**config.mk**
```make
export PLATFORM = sky130hd
export DESIGN_NAME = store_buffer
export DESIGN_NICKNAME = d
export VERILOG_FILES = /design/src/lsu_pkg.sv /design/src/store_buffer.sv
export SDC_FILE = /design/constraint.sdc
export NUM_CORES = 1
export LEC_CHECK = 0
export CAP_MARGIN = 5
export CORE_UTILIZATION = 30
export DETAILED_ROUTE_END_ITERATION = 6
export DONT_BUFFER_PORTS = 1
export PLACE_DENSITY = 0.41
export RECOVER_POWER = 25
export SLEW_MARGIN = 20
export SYNTH_ARGS = -nofsm -noshare
export SYNTH_HDL_FRONTEND = slang
export SYNTH_SLANG_ARGS = --single-unit
```
**constraint.sdc**
```tcl
create_clock -name clk_i -period 3.1 [get_ports clk_i]
set_input_delay 0.155 -clock clk_i [delete_from_list [all_inputs] [get_ports clk_i]]
set_output_delay 0.155 -clock clk_i [all_outputs]
set_load 0.1 [all_outputs]
```
**src/lsu_pkg.sv**
```systemverilog
// ------------------------------------------------------------
// Shared types, memory map and sizes of the load and store
// path: data word, load size encoding and buffer dimensions
// ------------------------------------------------------------

package lsu_pkg;

    // One data or address word of the core
    typedef logic [31:0] data_word_t;

    // Load size, the sign extension is a separate flag
    typedef enum logic [1:0] {
        LDB = 2'b00,
        LDH = 2'b01,
        LDW = 2'b10
    } ldu_uop_e;

    // ------------------------------------------------------------
    // Memory map
    // ------------------------------------------------------------

    // Inclusive byte bounds of the region reserved to privileged code
    localparam data_word_t PRIVATE_REGION_START = 32'h0000_0380;
    localparam data_word_t PRIVATE_REGION_END   = 32'h0000_03FF;

    // ------------------------------------------------------------
    // Sizes
    // ------------------------------------------------------------

    // Data memory depth in words, addresses wrap on bits 9 to 2
    localparam int MEM_WORDS   = 256;
    localparam int MEM_ADDR_W  = $clog2(MEM_WORDS);

    // Cycles from a read strobe to the read valid pulse
    localparam int MEM_LATENCY = 2;

    // Store buffer entries, the depth must be a power of two
    localparam int STB_DEPTH   = 4;
    localparam int STB_PTR_W   = $clog2(STB_DEPTH);
    localparam int STB_CNT_W   = STB_PTR_W + 1;

endpackage : lsu_pkg

```
**src/store_buffer.sv**
```systemverilog
// ------------------------------------------------------------
// Store buffer: circular FIFO of pending word stores with
// youngest-first forwarding and drain towards the memory
// ------------------------------------------------------------

`timescale 1ns/10ps

module store_buffer (
    input  logic                clk_i,
    input  logic                rst_n_i,
    // New store from the core
    input  logic                push_i,
    input  lsu_pkg::data_word_t push_addr_i,
    input  lsu_pkg::data_word_t push_data_i,
    // Forwarding search from the load unit
    input  lsu_pkg::data_word_t search_addr_i,
    // Memory port granted by the top level arbiter
    input  logic                drain_grant_i,
    output logic                drain_req_o,
    output lsu_pkg::data_word_t drain_addr_o,
    output lsu_pkg::data_word_t drain_data_o,
    output logic                foward_match_o,
    output lsu_pkg::data_word_t foward_data_o,
    output logic                full_o,
    output logic                empty_o
);

    // Entry storage, indexed by the head and tail pointers
    lsu_pkg::data_word_t addr_q [lsu_pkg::STB_DEPTH];
    lsu_pkg::data_word_t data_q [lsu_pkg::STB_DEPTH];

    logic [lsu_pkg::STB_PTR_W-1:0] head_q;
    logic [lsu_pkg::STB_PTR_W-1:0] tail_q;
    logic [lsu_pkg::STB_CNT_W-1:0] count_q;

    logic push_en;
    logic pop_en;

    // The count reaches STB_DEPTH only when its top bit is set
    assign full_o  = count_q[lsu_pkg::STB_PTR_W];
    assign empty_o = (count_q == '0);

    // A store strobed while full is dropped
    assign push_en = push_i & ~full_o;
    assign pop_en  = drain_grant_i & ~empty_o;

    // ------------------------------------------------------------
    // Pointers and occupancy
    // ------------------------------------------------------------

    // Pointers wrap naturally because the depth is a power of two
    always_ff @(posedge clk_i) begin
        if (!rst_n_i) begin
            head_q  <= '0;
            tail_q  <= '0;
            count_q <= '0;
        end else begin
            if (push_en) begin
                tail_q <= tail_q + 1'b1;
            end
            if (pop_en) begin
                head_q <= head_q + 1'b1;
            end
            case ({push_en, pop_en})
                2'b10:   count_q <= count_q + 1'b1;
                2'b01:   count_q <= count_q - 1'b1;
                default: count_q <= count_q;
            endcase
        end
    end

    // Entry is visible to the search one cycle after the push
    always_ff @(posedge clk_i) begin
        if (push_en) begin
            addr_q[tail_q] <= push_addr_i;
            data_q[tail_q] <= push_data_i;
        end
    end

    // The oldest entry is always offered to the memory
    assign drain_req_o  = ~empty_o;
    assign drain_addr_o = addr_q[head_q];
    assign drain_data_o = data_q[head_q];

    // ------------------------------------------------------------
    // Forwarding search
    // ------------------------------------------------------------

    // Walk from oldest to youngest so that a later match overrides
    always_comb begin : forward_search
        logic [lsu_pkg::STB_PTR_W-1:0] idx;
        foward_match_o = 1'b0;
        foward_data_o  = '0;
        for (int unsigned i = 0; i < lsu_pkg::STB_DEPTH; i++) begin
            idx = head_q + i[lsu_pkg::STB_PTR_W-1:0];
            // Only occupied slots take part, compared as word addresses
            if ((count_q > i[lsu_pkg::STB_CNT_W-1:0]) &&
                (addr_q[idx][31:2] == search_addr_i[31:2])) begin
                foward_match_o = 1'b1;
                foward_data_o  = data_q[idx];
            end
        end
    end : forward_search

endmodule : store_buffer

```
==> out/metrics.cfg <==
[status]
status=complete, but fails checks
violations=setup timing

[timing]
whs_ns=0.0665
finalCritPeriodShare=1.29
fin_skew_ns=0.0295
fmax_mhz=249
slew_violations=0
rsz0062_at_grt=true
setup_slack_ns=-0.910
relSlewSlack=0.317
worstMarginPinSlew_ns=1.02
setup_tns_ns=-27.77
period_needed_ns=4.01
hold_viol=0
setup_violations=33

[yosys]
syn-num-nets=1388
syn_avg_cell_area_sq_um=13.4
synthArstFlopShare=0
seq_area_frac_synth=0.459
ys_types=62
synthFlopType=edfxtp_1
ys_ff_latch=265
yosys_warnings=0
synth_area_sq_um=17100
synth_cells=1277
synth_edf_count=256

[floorplan]
core_area_sq_um=56400
start_util=0.304
core.rowCount=87
die_width_microns=241
die-area_sq_um=58100
io_pins=200
die_y_microns=241

[clocking]
clk_latency_ns=0.55
clock_sinks=265
h-tree-depth=2
cts_max_path_buffers=3
tritoncts=built
clk_pin_slew_ns=0.06
root_buffer=clkbuf_16
numCtsBuffers=34

[place]
dp_hpwl_microns=43400
dp_cells=2266
dpl_cell_area_sq_um=21800
gp_congestion=0.906
numPortBuffers=0

[pwr]
ir_worst_vdd_mv=0.778
p_leak_nw=8.12
powerDensity_nw_per_um2=807
power_mw=20.1

[setup_path]
crit_arrival_ns=3.85
end_kind=output pin
setup.worst_path.start_class=flop
required_ns=2.94
critPathKind=reg -> out
cp_max_fo=10

[min_path]
hold_class=in -> reg

[finish]
drive_above_1_share=0.481
finalNonFillerCells=2431
area_growth_pct=45.1
n_antenna_cell=0
final_nets=1762
final_cell_area_sq_um=24900

[global_route]
gr-total-overflow=0
grt_pass1_wl_microns=89800
grt_pass1_vias=13400
grt_usage=0.210
grt_max_degree=67
antenna_found_initial=3

[detailed_routing]
via_count=13000
vias_per_cell=5.33
drtIter0Drc=751
wl_per_cell_microns=25.2
drt_wl_total_microns=61200
antenna_left=0
drt-pass1-iter-count=6
drc=0

[flow_run]
cap_violations=0

## worst paths after layout
path                           start                 endpoint  slack, ns  depth (start not counted)
max           head_q[0]$_SDFFE_PN0P_        foward_data_o[26]      -0.91                         12
min                    drain_grant_i                     flop       0.07                          3
max reg2reg  count_q[0]$_SDFFE_PN0P_  count_q[2]$_SDFFE_PN0P_       0.73                         10
min reg2reg  count_q[1]$_SDFFE_PN0P_  count_q[1]$_SDFFE_PN0P_       0.63                          3
## power breakdown
part           leakage (nW)  internal (mW)  switching (mW)
logic                  5.18           4.65            7.03
clock network         0.518           2.19            1.60
registers              2.43           4.35           0.258
## cells in the mapped netlist, types with 3 or more instances
master     number  area share
edfxtp_1      256        0.45
mux4_2        126        0.17
mux2i_1       121       0.071
nor2_1        110       0.024
xnor2_1        97       0.050
clkbuf_1       63       0.014
a21oi_1        46       0.013
mux2_2         35       0.023
buf_2          27      0.0079
nand2_1        26      0.0057
a31oi_1        25      0.0091
o221ai_1       24       0.012
nand2b_1       23      0.0084
a21boi_0       22      0.0096
a2111oi_2      20       0.018
xor2_1         18      0.0092
and2_1         16      0.0058
nand3_1        15      0.0044
nor4_1         15      0.0055
inv_1          13      0.0028
nand4_1        12      0.0044
ha_1           11      0.0080
nor3b_1        11      0.0048
buf_4          10      0.0044
o211ai_1       10      0.0044
a311oi_2        9      0.0079
dfxtp_1         9       0.011
nor3_1          9      0.0026
o21ai_0         9      0.0026
o22ai_1         9      0.0033
buf_6           8      0.0053
a221oi_1        7      0.0036
buf_1           7      0.0015
o2111ai_1       6      0.0031
a2111oi_0       5      0.0026
nor2b_1         5      0.0018
o2bb2ai_1       5      0.0026
o21ai_1         4      0.0012
a211oi_1        3      0.0013
or3_1           3      0.0011
## cells by family after synthesis
group	share of synthesized area
AND/OR/NAND/NOR	0.0705
multiplexers	0.260
XOR/XNOR	0.0588
flip-flops	0.459
AO/OA/AOI/OAI	0.105
adder cells (fa/ha/maj)	0.00803
buffers and inverters	0.0392
## stage by stage
| step | worst slack, ns | utilization |
|---|---|---|
| floorplan | -0.661 | - |
| global placement | -0.863 | 0.386 |
| detailed placement | -0.718 | 0.386 |
| CTS | -0.981 | 0.435 |
| global route | -1.03 | 0.441 |
| finish | -0.910 | 0.441 |
## layout by cell type, fill, tap and decap left out, types with 15 or more instances in the layout
cell           synthesis  routed
buf_12                 2      71
edfxtp_1             256     256
clkbuf_16              0      38
a2111oi_2             20      15
nand2b_1              23      23
xnor2_1               97      75
xor2_1                18      18
mux2_2                35      34
xnor2_2                0      19
dlygate4sd3_1          0      65
a21boi_0              22      21
mux4_2               126     126
a31oi_4                0      21
nor2_2                 0      15
a21oi_1               46      44
mux2i_1              121      94
nand2_1               26      25
buf_4                 10     294
nor2_1               110      89
## critical path, stage by stage, from the launching register on
cell	delay [ns]
dfxtp_4	0.42
buf_12	0.16
buf_4	0.16
mux4_2	0.53
xnor2_2	0.18
nand4_1	0.27
nor4_2	0.29
buf_4	0.16
o2111ai_4	0.17
and2_4	0.26
buf_8	0.13
a311oi_4	0.35
buf_12	0.22
## flip-flops by register name, indices dropped and copies added (netlist names), named ones only
| name | cells |
|---|---|
| tail_q | 2 |
| count_q | 3 |
| data_q | 128 |
| addr_q | 128 |
| head_q | 2 |
## layout make-up
type	count	area, sq um
flip-flops and latches	265	7890
clock buffers	36	858
well taps	756	946
clock inverters	24	198
multi-input cells	880	10200
fillers	5194	31500
repair buffers	457	4740
inverters	13	57.6
## layer usage
layer,up-vias,global-route usage,share of wire
met1,6658,0.293,0.45
met3,63,0.0377,0.056
met5,-,0,0.00070
li1,5877,-,-
met2,360,0.339,0.48
met4,6,0.0483,0.017
## timing repair
item	CTS	global route
setup buffers	31	5
hold buffers	65	0
endpoints found under the setup margin	33	33
cloned	4	5
resized for setup	141	33
pin swaps	35	19
endpoints found under the hold margin	265	0
Note: power is estimated with default switching activity, not from simulation.
