===== src/lsu_pkg.sv =====
// ------------------------------------------------------------
// Shared types, memory map and sizes of the load and store
// path: data word, load size encoding and buffer dimensions
// ------------------------------------------------------------

package lsu_pkg;

    // One data or address word of the core
    typedef logic [31:0] data_word_t;

    // Load size, the sign extension is a separate flag
    typedef enum logic [1:0] {
        LDB = 2'b00,
        LDH = 2'b01,
        LDW = 2'b10
    } ldu_uop_e;

    // ------------------------------------------------------------
    // Memory map
    // ------------------------------------------------------------

    // Inclusive byte bounds of the region reserved to privileged code
    localparam data_word_t PRIVATE_REGION_START = 32'h0000_0380;
    localparam data_word_t PRIVATE_REGION_END   = 32'h0000_03FF;

    // ------------------------------------------------------------
    // Sizes
    // ------------------------------------------------------------

    // Data memory depth in words, addresses wrap on bits 9 to 2
    localparam int MEM_WORDS   = 256;
    localparam int MEM_ADDR_W  = $clog2(MEM_WORDS);

    // Cycles from a read strobe to the read valid pulse
    localparam int MEM_LATENCY = 2;

    // Store buffer entries, the depth must be a power of two
    localparam int STB_DEPTH   = 4;
    localparam int STB_PTR_W   = $clog2(STB_DEPTH);
    localparam int STB_CNT_W   = STB_PTR_W + 1;

endpackage : lsu_pkg


===== src/load_unit.sv =====
// ------------------------------------------------------------
// Load unit: access checks, forwarding select, stall hold
// and sub-word slicing with zero or sign extension
// ------------------------------------------------------------

`timescale 1ns/10ps

module load_unit (
    input  logic                clk_i,
    input  logic                rst_n_i,
    input  logic                stall_i,
    input  logic                privilege_i,
    input  logic                valid_operation_i,
    input  lsu_pkg::data_word_t load_address_i,
    input  lsu_pkg::ldu_uop_e   operation_i,
    input  logic                signed_load_i,
    input  logic                foward_match_i,
    input  lsu_pkg::data_word_t foward_data_i,
    input  logic                buffer_empty_i,
    input  logic                mem_valid_i,
    input  lsu_pkg::data_word_t mem_data_i,
    output logic                mem_request_o,
    output lsu_pkg::data_word_t mem_address_o,
    output lsu_pkg::data_word_t data_loaded_o,
    output logic                data_valid_o,
    output logic                misaligned_o,
    output logic                illegal_access_o,
    output logic                idle_o
);

    typedef enum logic [1:0] {IDLE, WAIT_MEMORY, WAIT_BUFFER_DRAIN, WAIT_STALL} state_e;

    state_e              state_q, state_d;
    lsu_pkg::data_word_t address_q;
    lsu_pkg::ldu_uop_e   operation_q;
    logic                signed_q;
    lsu_pkg::data_word_t saved_data_q, save_data;
    logic                saved_mis_q, saved_ill_q;
    logic                save_en, save_mis, save_ill;
    logic                misaligned, illegal, accept_en;
    lsu_pkg::data_word_t data_selected, data_sliced;
    logic [7:0]          byte_sel;
    logic [15:0]         half_sel;

    // ------------------------------------------------------------
    // Access checks on the incoming load
    // ------------------------------------------------------------

    // Half words need 2-byte alignment and words 4-byte alignment
    assign misaligned = ((operation_i == lsu_pkg::LDH) & load_address_i[0]) |
                        ((operation_i == lsu_pkg::LDW) & (load_address_i[1:0] != 2'b00));

    // Unprivileged code may not read the private region
    assign illegal = ~privilege_i &
                     (load_address_i >= lsu_pkg::PRIVATE_REGION_START) &
                     (load_address_i <= lsu_pkg::PRIVATE_REGION_END);

    assign accept_en = valid_operation_i & (state_q == IDLE) & ~misaligned & ~illegal;

    // Good loads keep their address and size for the later stages
    always_ff @(posedge clk_i) begin
        if (accept_en) begin
            address_q   <= load_address_i;
            operation_q <= operation_i;
            signed_q    <= signed_load_i;
        end
    end

    // Hold register for a forwarded word, a stalled response or a stalled exception
    always_ff @(posedge clk_i) begin
        if (!rst_n_i) begin
            state_q     <= IDLE;
            saved_mis_q <= 1'b0;
            saved_ill_q <= 1'b0;
        end else begin
            state_q <= state_d;
            if (save_en) begin
                saved_mis_q <= save_mis;
                saved_ill_q <= save_ill;
            end
        end
    end

    always_ff @(posedge clk_i) begin
        if (save_en) begin
            saved_data_q <= save_data;
        end
    end

    // ------------------------------------------------------------
    // FSM
    // ------------------------------------------------------------

    always_comb begin : fsm_logic
        state_d          = state_q;
        mem_request_o    = 1'b0;
        mem_address_o    = address_q;
        data_valid_o     = 1'b0;
        misaligned_o     = 1'b0;
        illegal_access_o = 1'b0;
        data_selected    = '0;
        save_en          = 1'b0;
        save_data        = mem_data_i;
        save_mis         = 1'b0;
        save_ill         = 1'b0;
        case (state_q)
            IDLE: begin
                // The request goes out in the acceptance cycle for a word miss
                mem_address_o = load_address_i;
                if (valid_operation_i && (misaligned || illegal)) begin
                    // Exceptions answer at once unless the core is stalled
                    if (!stall_i) begin
                        data_valid_o     = 1'b1;
                        misaligned_o     = misaligned;
                        illegal_access_o = illegal;
                    end else begin
                        save_en  = 1'b1;
                        save_mis = misaligned;
                        save_ill = illegal;
                        state_d  = WAIT_STALL;
                    end
                end else if (valid_operation_i && operation_i == lsu_pkg::LDW) begin
                    if (foward_match_i) begin
                        // Forwarded word is released on the next cycle
                        save_en   = 1'b1;
                        save_data = foward_data_i;
                        state_d   = WAIT_STALL;
                    end else begin
                        mem_request_o = 1'b1;
                        state_d       = WAIT_MEMORY;
                    end
                end else if (valid_operation_i) begin
                    // Sub-word loads see memory only once every store has drained
                    state_d = WAIT_BUFFER_DRAIN;
                end
            end
            WAIT_BUFFER_DRAIN: begin
                if (buffer_empty_i) begin
                    mem_request_o = 1'b1;
                    state_d       = WAIT_MEMORY;
                end
            end
            WAIT_MEMORY: begin
                data_selected = mem_data_i;
                if (mem_valid_i && !stall_i) begin
                    data_valid_o = 1'b1;
                    state_d      = IDLE;
                end else if (mem_valid_i) begin
                    // Late response is kept until the stall ends
                    save_en = 1'b1;
                    state_d = WAIT_STALL;
                end
            end
            WAIT_STALL: begin
                data_selected = saved_data_q;
                if (!stall_i) begin
                    data_valid_o     = 1'b1;
                    misaligned_o     = saved_mis_q;
                    illegal_access_o = saved_ill_q;
                    state_d          = IDLE;
                end
            end
            default: state_d = IDLE;
        endcase
    end : fsm_logic

    assign idle_o = (state_q == IDLE);

    // ------------------------------------------------------------
    // Slicing and extension on the registered offset
    // ------------------------------------------------------------

    assign byte_sel = data_selected[8*address_q[1:0] +: 8];
    assign half_sel = data_selected[16*address_q[1] +: 16];

    always_comb begin
        case (operation_q)
            lsu_pkg::LDB: data_sliced = {{24{signed_q & byte_sel[7]}}, byte_sel};
            lsu_pkg::LDH: data_sliced = {{16{signed_q & half_sel[15]}}, half_sel};
            default:      data_sliced = data_selected;
        endcase
    end

    // A faulting load returns zero
    assign data_loaded_o = (misaligned_o | illegal_access_o) ? '0 : data_sliced;

endmodule : load_unit


===== config.mk =====
export PLATFORM = sky130hd
export DESIGN_NAME = load_unit
export DESIGN_NICKNAME = d
export VERILOG_FILES = /design/src/lsu_pkg.sv /design/src/load_unit.sv
export SDC_FILE = /design/constraint.sdc
export NUM_CORES = 1
export LEC_CHECK = 0
export ABC_AREA = 1
export BUFFER_PORTS_ARGS = -buffer_cell sky130_fd_sc_hd__buf_2
export CAP_MARGIN = 20
export CELL_PAD_IN_SITES_DETAIL_PLACEMENT = 0
export CELL_PAD_IN_SITES_GLOBAL_PLACEMENT = 1
export CORE_UTILIZATION = 38
export DETAILED_ROUTE_END_ITERATION = 8
export PLACE_DENSITY = 0.87
export SLEW_MARGIN = 10
export SYNTH_ARGS = -nofsm -noshare
export SYNTH_HDL_FRONTEND = slang
export SYNTH_SLANG_ARGS = --single-unit

===== constraint.sdc =====
create_clock -name clk_i -period 6.3 [get_ports clk_i]
set_clock_uncertainty 0.1 [all_clocks]
set_input_delay 0.63 -clock clk_i [delete_from_list [all_inputs] [get_ports clk_i]]
set_output_delay 0.63 -clock clk_i [all_outputs]
set_load 0.1 [all_outputs]

==> summary.txt <==
Overall via count from detail_route: 4719
CTS resizes: 0
Non-filler instance count after layout: 1000
Maximum clock frequency: 247 MHz
Share of synthesized registers carrying an async set or reset: 0%
Relative slew slack: 37.8%
Detail Route Antenna Nets: 0
Final Net Count: 938
Worst slack at placement: 2.33 ns
Simple-gate share of the synthesized area: 30.1%
Count of flip-flops with a built-in enable after synthesis: 67
CP arrival: 3.32 ns
Highest fanout seen on the critical path: 46
Hold crit path type: primary input to flip-flop
Library cell with the largest summed area after synthesis: edfxtp_1
Pin slew with the least headroom to its limit: 0.932 ns
Synth Area in Adders: 1.04%
WL/cell: 13.3 um
Count of routing violations after the opening detailed-route iteration: 200
Residual overflow from global routing: 0
Signed area change from the synthesized netlist to the final layout: 25.5%
Dominant combinational cell family by area after synthesis: simple AND/OR/NAND/NOR gates
Port Buffers: 175
Total clock buffers created by CTS: 9
Setup TNS Final: 0 ns
Ratio of routed vias to standard cells: 4.72
Run status: finished clean
Antenna cells: 0
Count leader, synth: nand2_1
Clock Sink Count: 71
Average size of a mapped cell: 7.17 um^2
Most frequent cells after synthesis: nand2_1 (199), nor2_1 (96), inv_1 (89)
Clock insertion delay at the later pin of the skew report: 0.33 ns
Aggregate global-route resource usage: 21.0%
Final Util: 49.5%
CP Capture Type: output port
Synthesized area: 0.00480 mm^2
Clock tree from TritonCTS: done
Half-perimeter wire length after detailed placement: 9.96 mm
Sequential fraction of the synthesis area: 43.6%
Antenna violations before repair: 0
Overall die area: 0.0131 mm^2
Syn Nets: 780
Top-area cell type share of the netlist area: 41.9%
Number of endpoints with negative hold slack in the final report: 0
Most used DFF post-synth: edfxtp_1
Maximum buffer depth of the clock tree: 2
Number of setup violations in the final report: 0
Initial DRT Pass Iterations: 5
Worst Setup Path Type: flip-flop to output port
Cell types with the largest area share after synthesis: edfxtp_1 (42%), nand2_1 (16%), nor2_1 (7.5%), inv_1 (7.0%), o21ai_0 (5.5%)
Largest net degree at the start of global routing: 65
Vias in the first global route: 4488
Routability cong.: 0.838
Layout cells sized above 1: 26.4%
Endpoint required time on the critical path: 5.57 ns
Final setup margin: 2.25 ns
Fin. max-slew vios: 0
Count of unresolved DRC violations after routing: 0
CTS Hold Bufs: 0
CTS Root Buffer Type: clkbuf_16
Minimum period implied by the final worst setup slack: 4.05 ns
Die height: 114 um
Horizontal extent of the die: 114 um
First-pass GRT wire length: 21.4 mm
Xor and xnor fraction of the mapped netlist area: 0%
Compound-cell area share of the yosys netlist: 13.5%
Initial Utilization: 39.5%
Core Rows: 40
Kind of start point of the critical path: flip-flop
Placeable core region: 0.0122 mm^2
Synthesis warning total: 0
Max-cap check violation count: 0
Distinct cell type count of the synthesized netlist: 33
Period utilization: 64.2%
Mux cell area share after synthesis: 0%
Placed Cells incl. Taps: 981
IO Pins: 176
Synthesized netlist cell count: 669
RSZ-0062 raised after global routing: false
Clock transition at path regs: 0.06 ns
Post-detailed-routing wire length: 13.3 mm
Number of storage elements in the synthesis netlist: 71
CTS H-Tree Depth: 3
Setup Buffers After CTS: 0
==> through the flow <==
step	instance area, um^2	hold slack [ns]
global route	6020	0.373
CTS	5960	0.371
global placement	5690	0.410
detailed placement	5690	0.420
floorplan	4800	0.398
finish	6020	0.377
==> layout make-up <==
cell class / instances / area (um^2)
clock buffers: 10 / 229
clock inverters: 6 / 45.0
fillers: 1307 / 6140
inverters: 93 / 349
multi-input cells: 472 / 2140
flip-flops and latches: 71 / 2090
well taps: 168 / 210
repair buffers: 180 / 953
==> layer usage <==
| layer | wire, um | GRT usage (%) |
|---|---|---|
| met1 | 6030 | 26.8 |
| met5 | 0 | 0 |
| met2 | 6200 | 35.6 |
| met4 | 259 | 7.53 |
| met3 | 847 | 3.81 |
==> state kept, by name, summed over array words and instances, names as in the netlist <==
register      cells
signed_q          1
saved_mis_q       1
state_q           2
saved_ill_q       1
saved_data_q     32
address_q        32
operation_q       2
==> cells by family after synthesis <==
| kind of cell | count (synthesis) |
|---|---|
| adder cells (fa/ha/maj) | 4 |
| AO/OA/AOI/OAI | 121 |
| buffers and inverters | 126 |
| AND/OR/NAND/NOR | 347 |
| flip-flops | 71 |
==> worst paths after layout <==
kind | from | end | slack, ns | cells past startpoint
max reg2reg | state_q[0] | saved_data_q[23] | 3.33 | 9
min reg2reg | state_q[0] | state_q[0] | 0.43 | 2
max | state_q[0] | data_loaded_o[5] | 2.25 | 12
min | signed_load_i | signed_q | 0.38 | 1
==> critical path, stage by stage, from the launching register on <==
cell     delay, ns
dfxtp_1       0.37
inv_1         0.08
ha_1          0.20
buf_4         0.23
inv_2         0.53
nor2_1        0.13
nand4_1       0.13
nand2_1       0.05
nand2_1       0.07
nand2_1       0.26
buf_16        0.27
nor2_1        0.17
buf_2         0.46
==> cell usage in the layout (no fill, tap or decap), types with 3 or more instances in the layout <==
cell	count
edfxtp_1	67
nand4_1	3
o211ai_1	5
or2_1	5
inv_1	89
o21ai_1	12
o22ai_1	5
ha_1	4
o21ai_0	53
buf_2	175
clkinvlp_4	3
nor2_1	96
nand3_1	26
nand2_1	199
inv_2	4
or2_2	8
a21oi_1	40
dfxtp_1	4
clkbuf_16	9
Power is left out: the tool's default activity adds up to more than one toggle a clock period on the data nets, which glitch-free logic cannot reach.
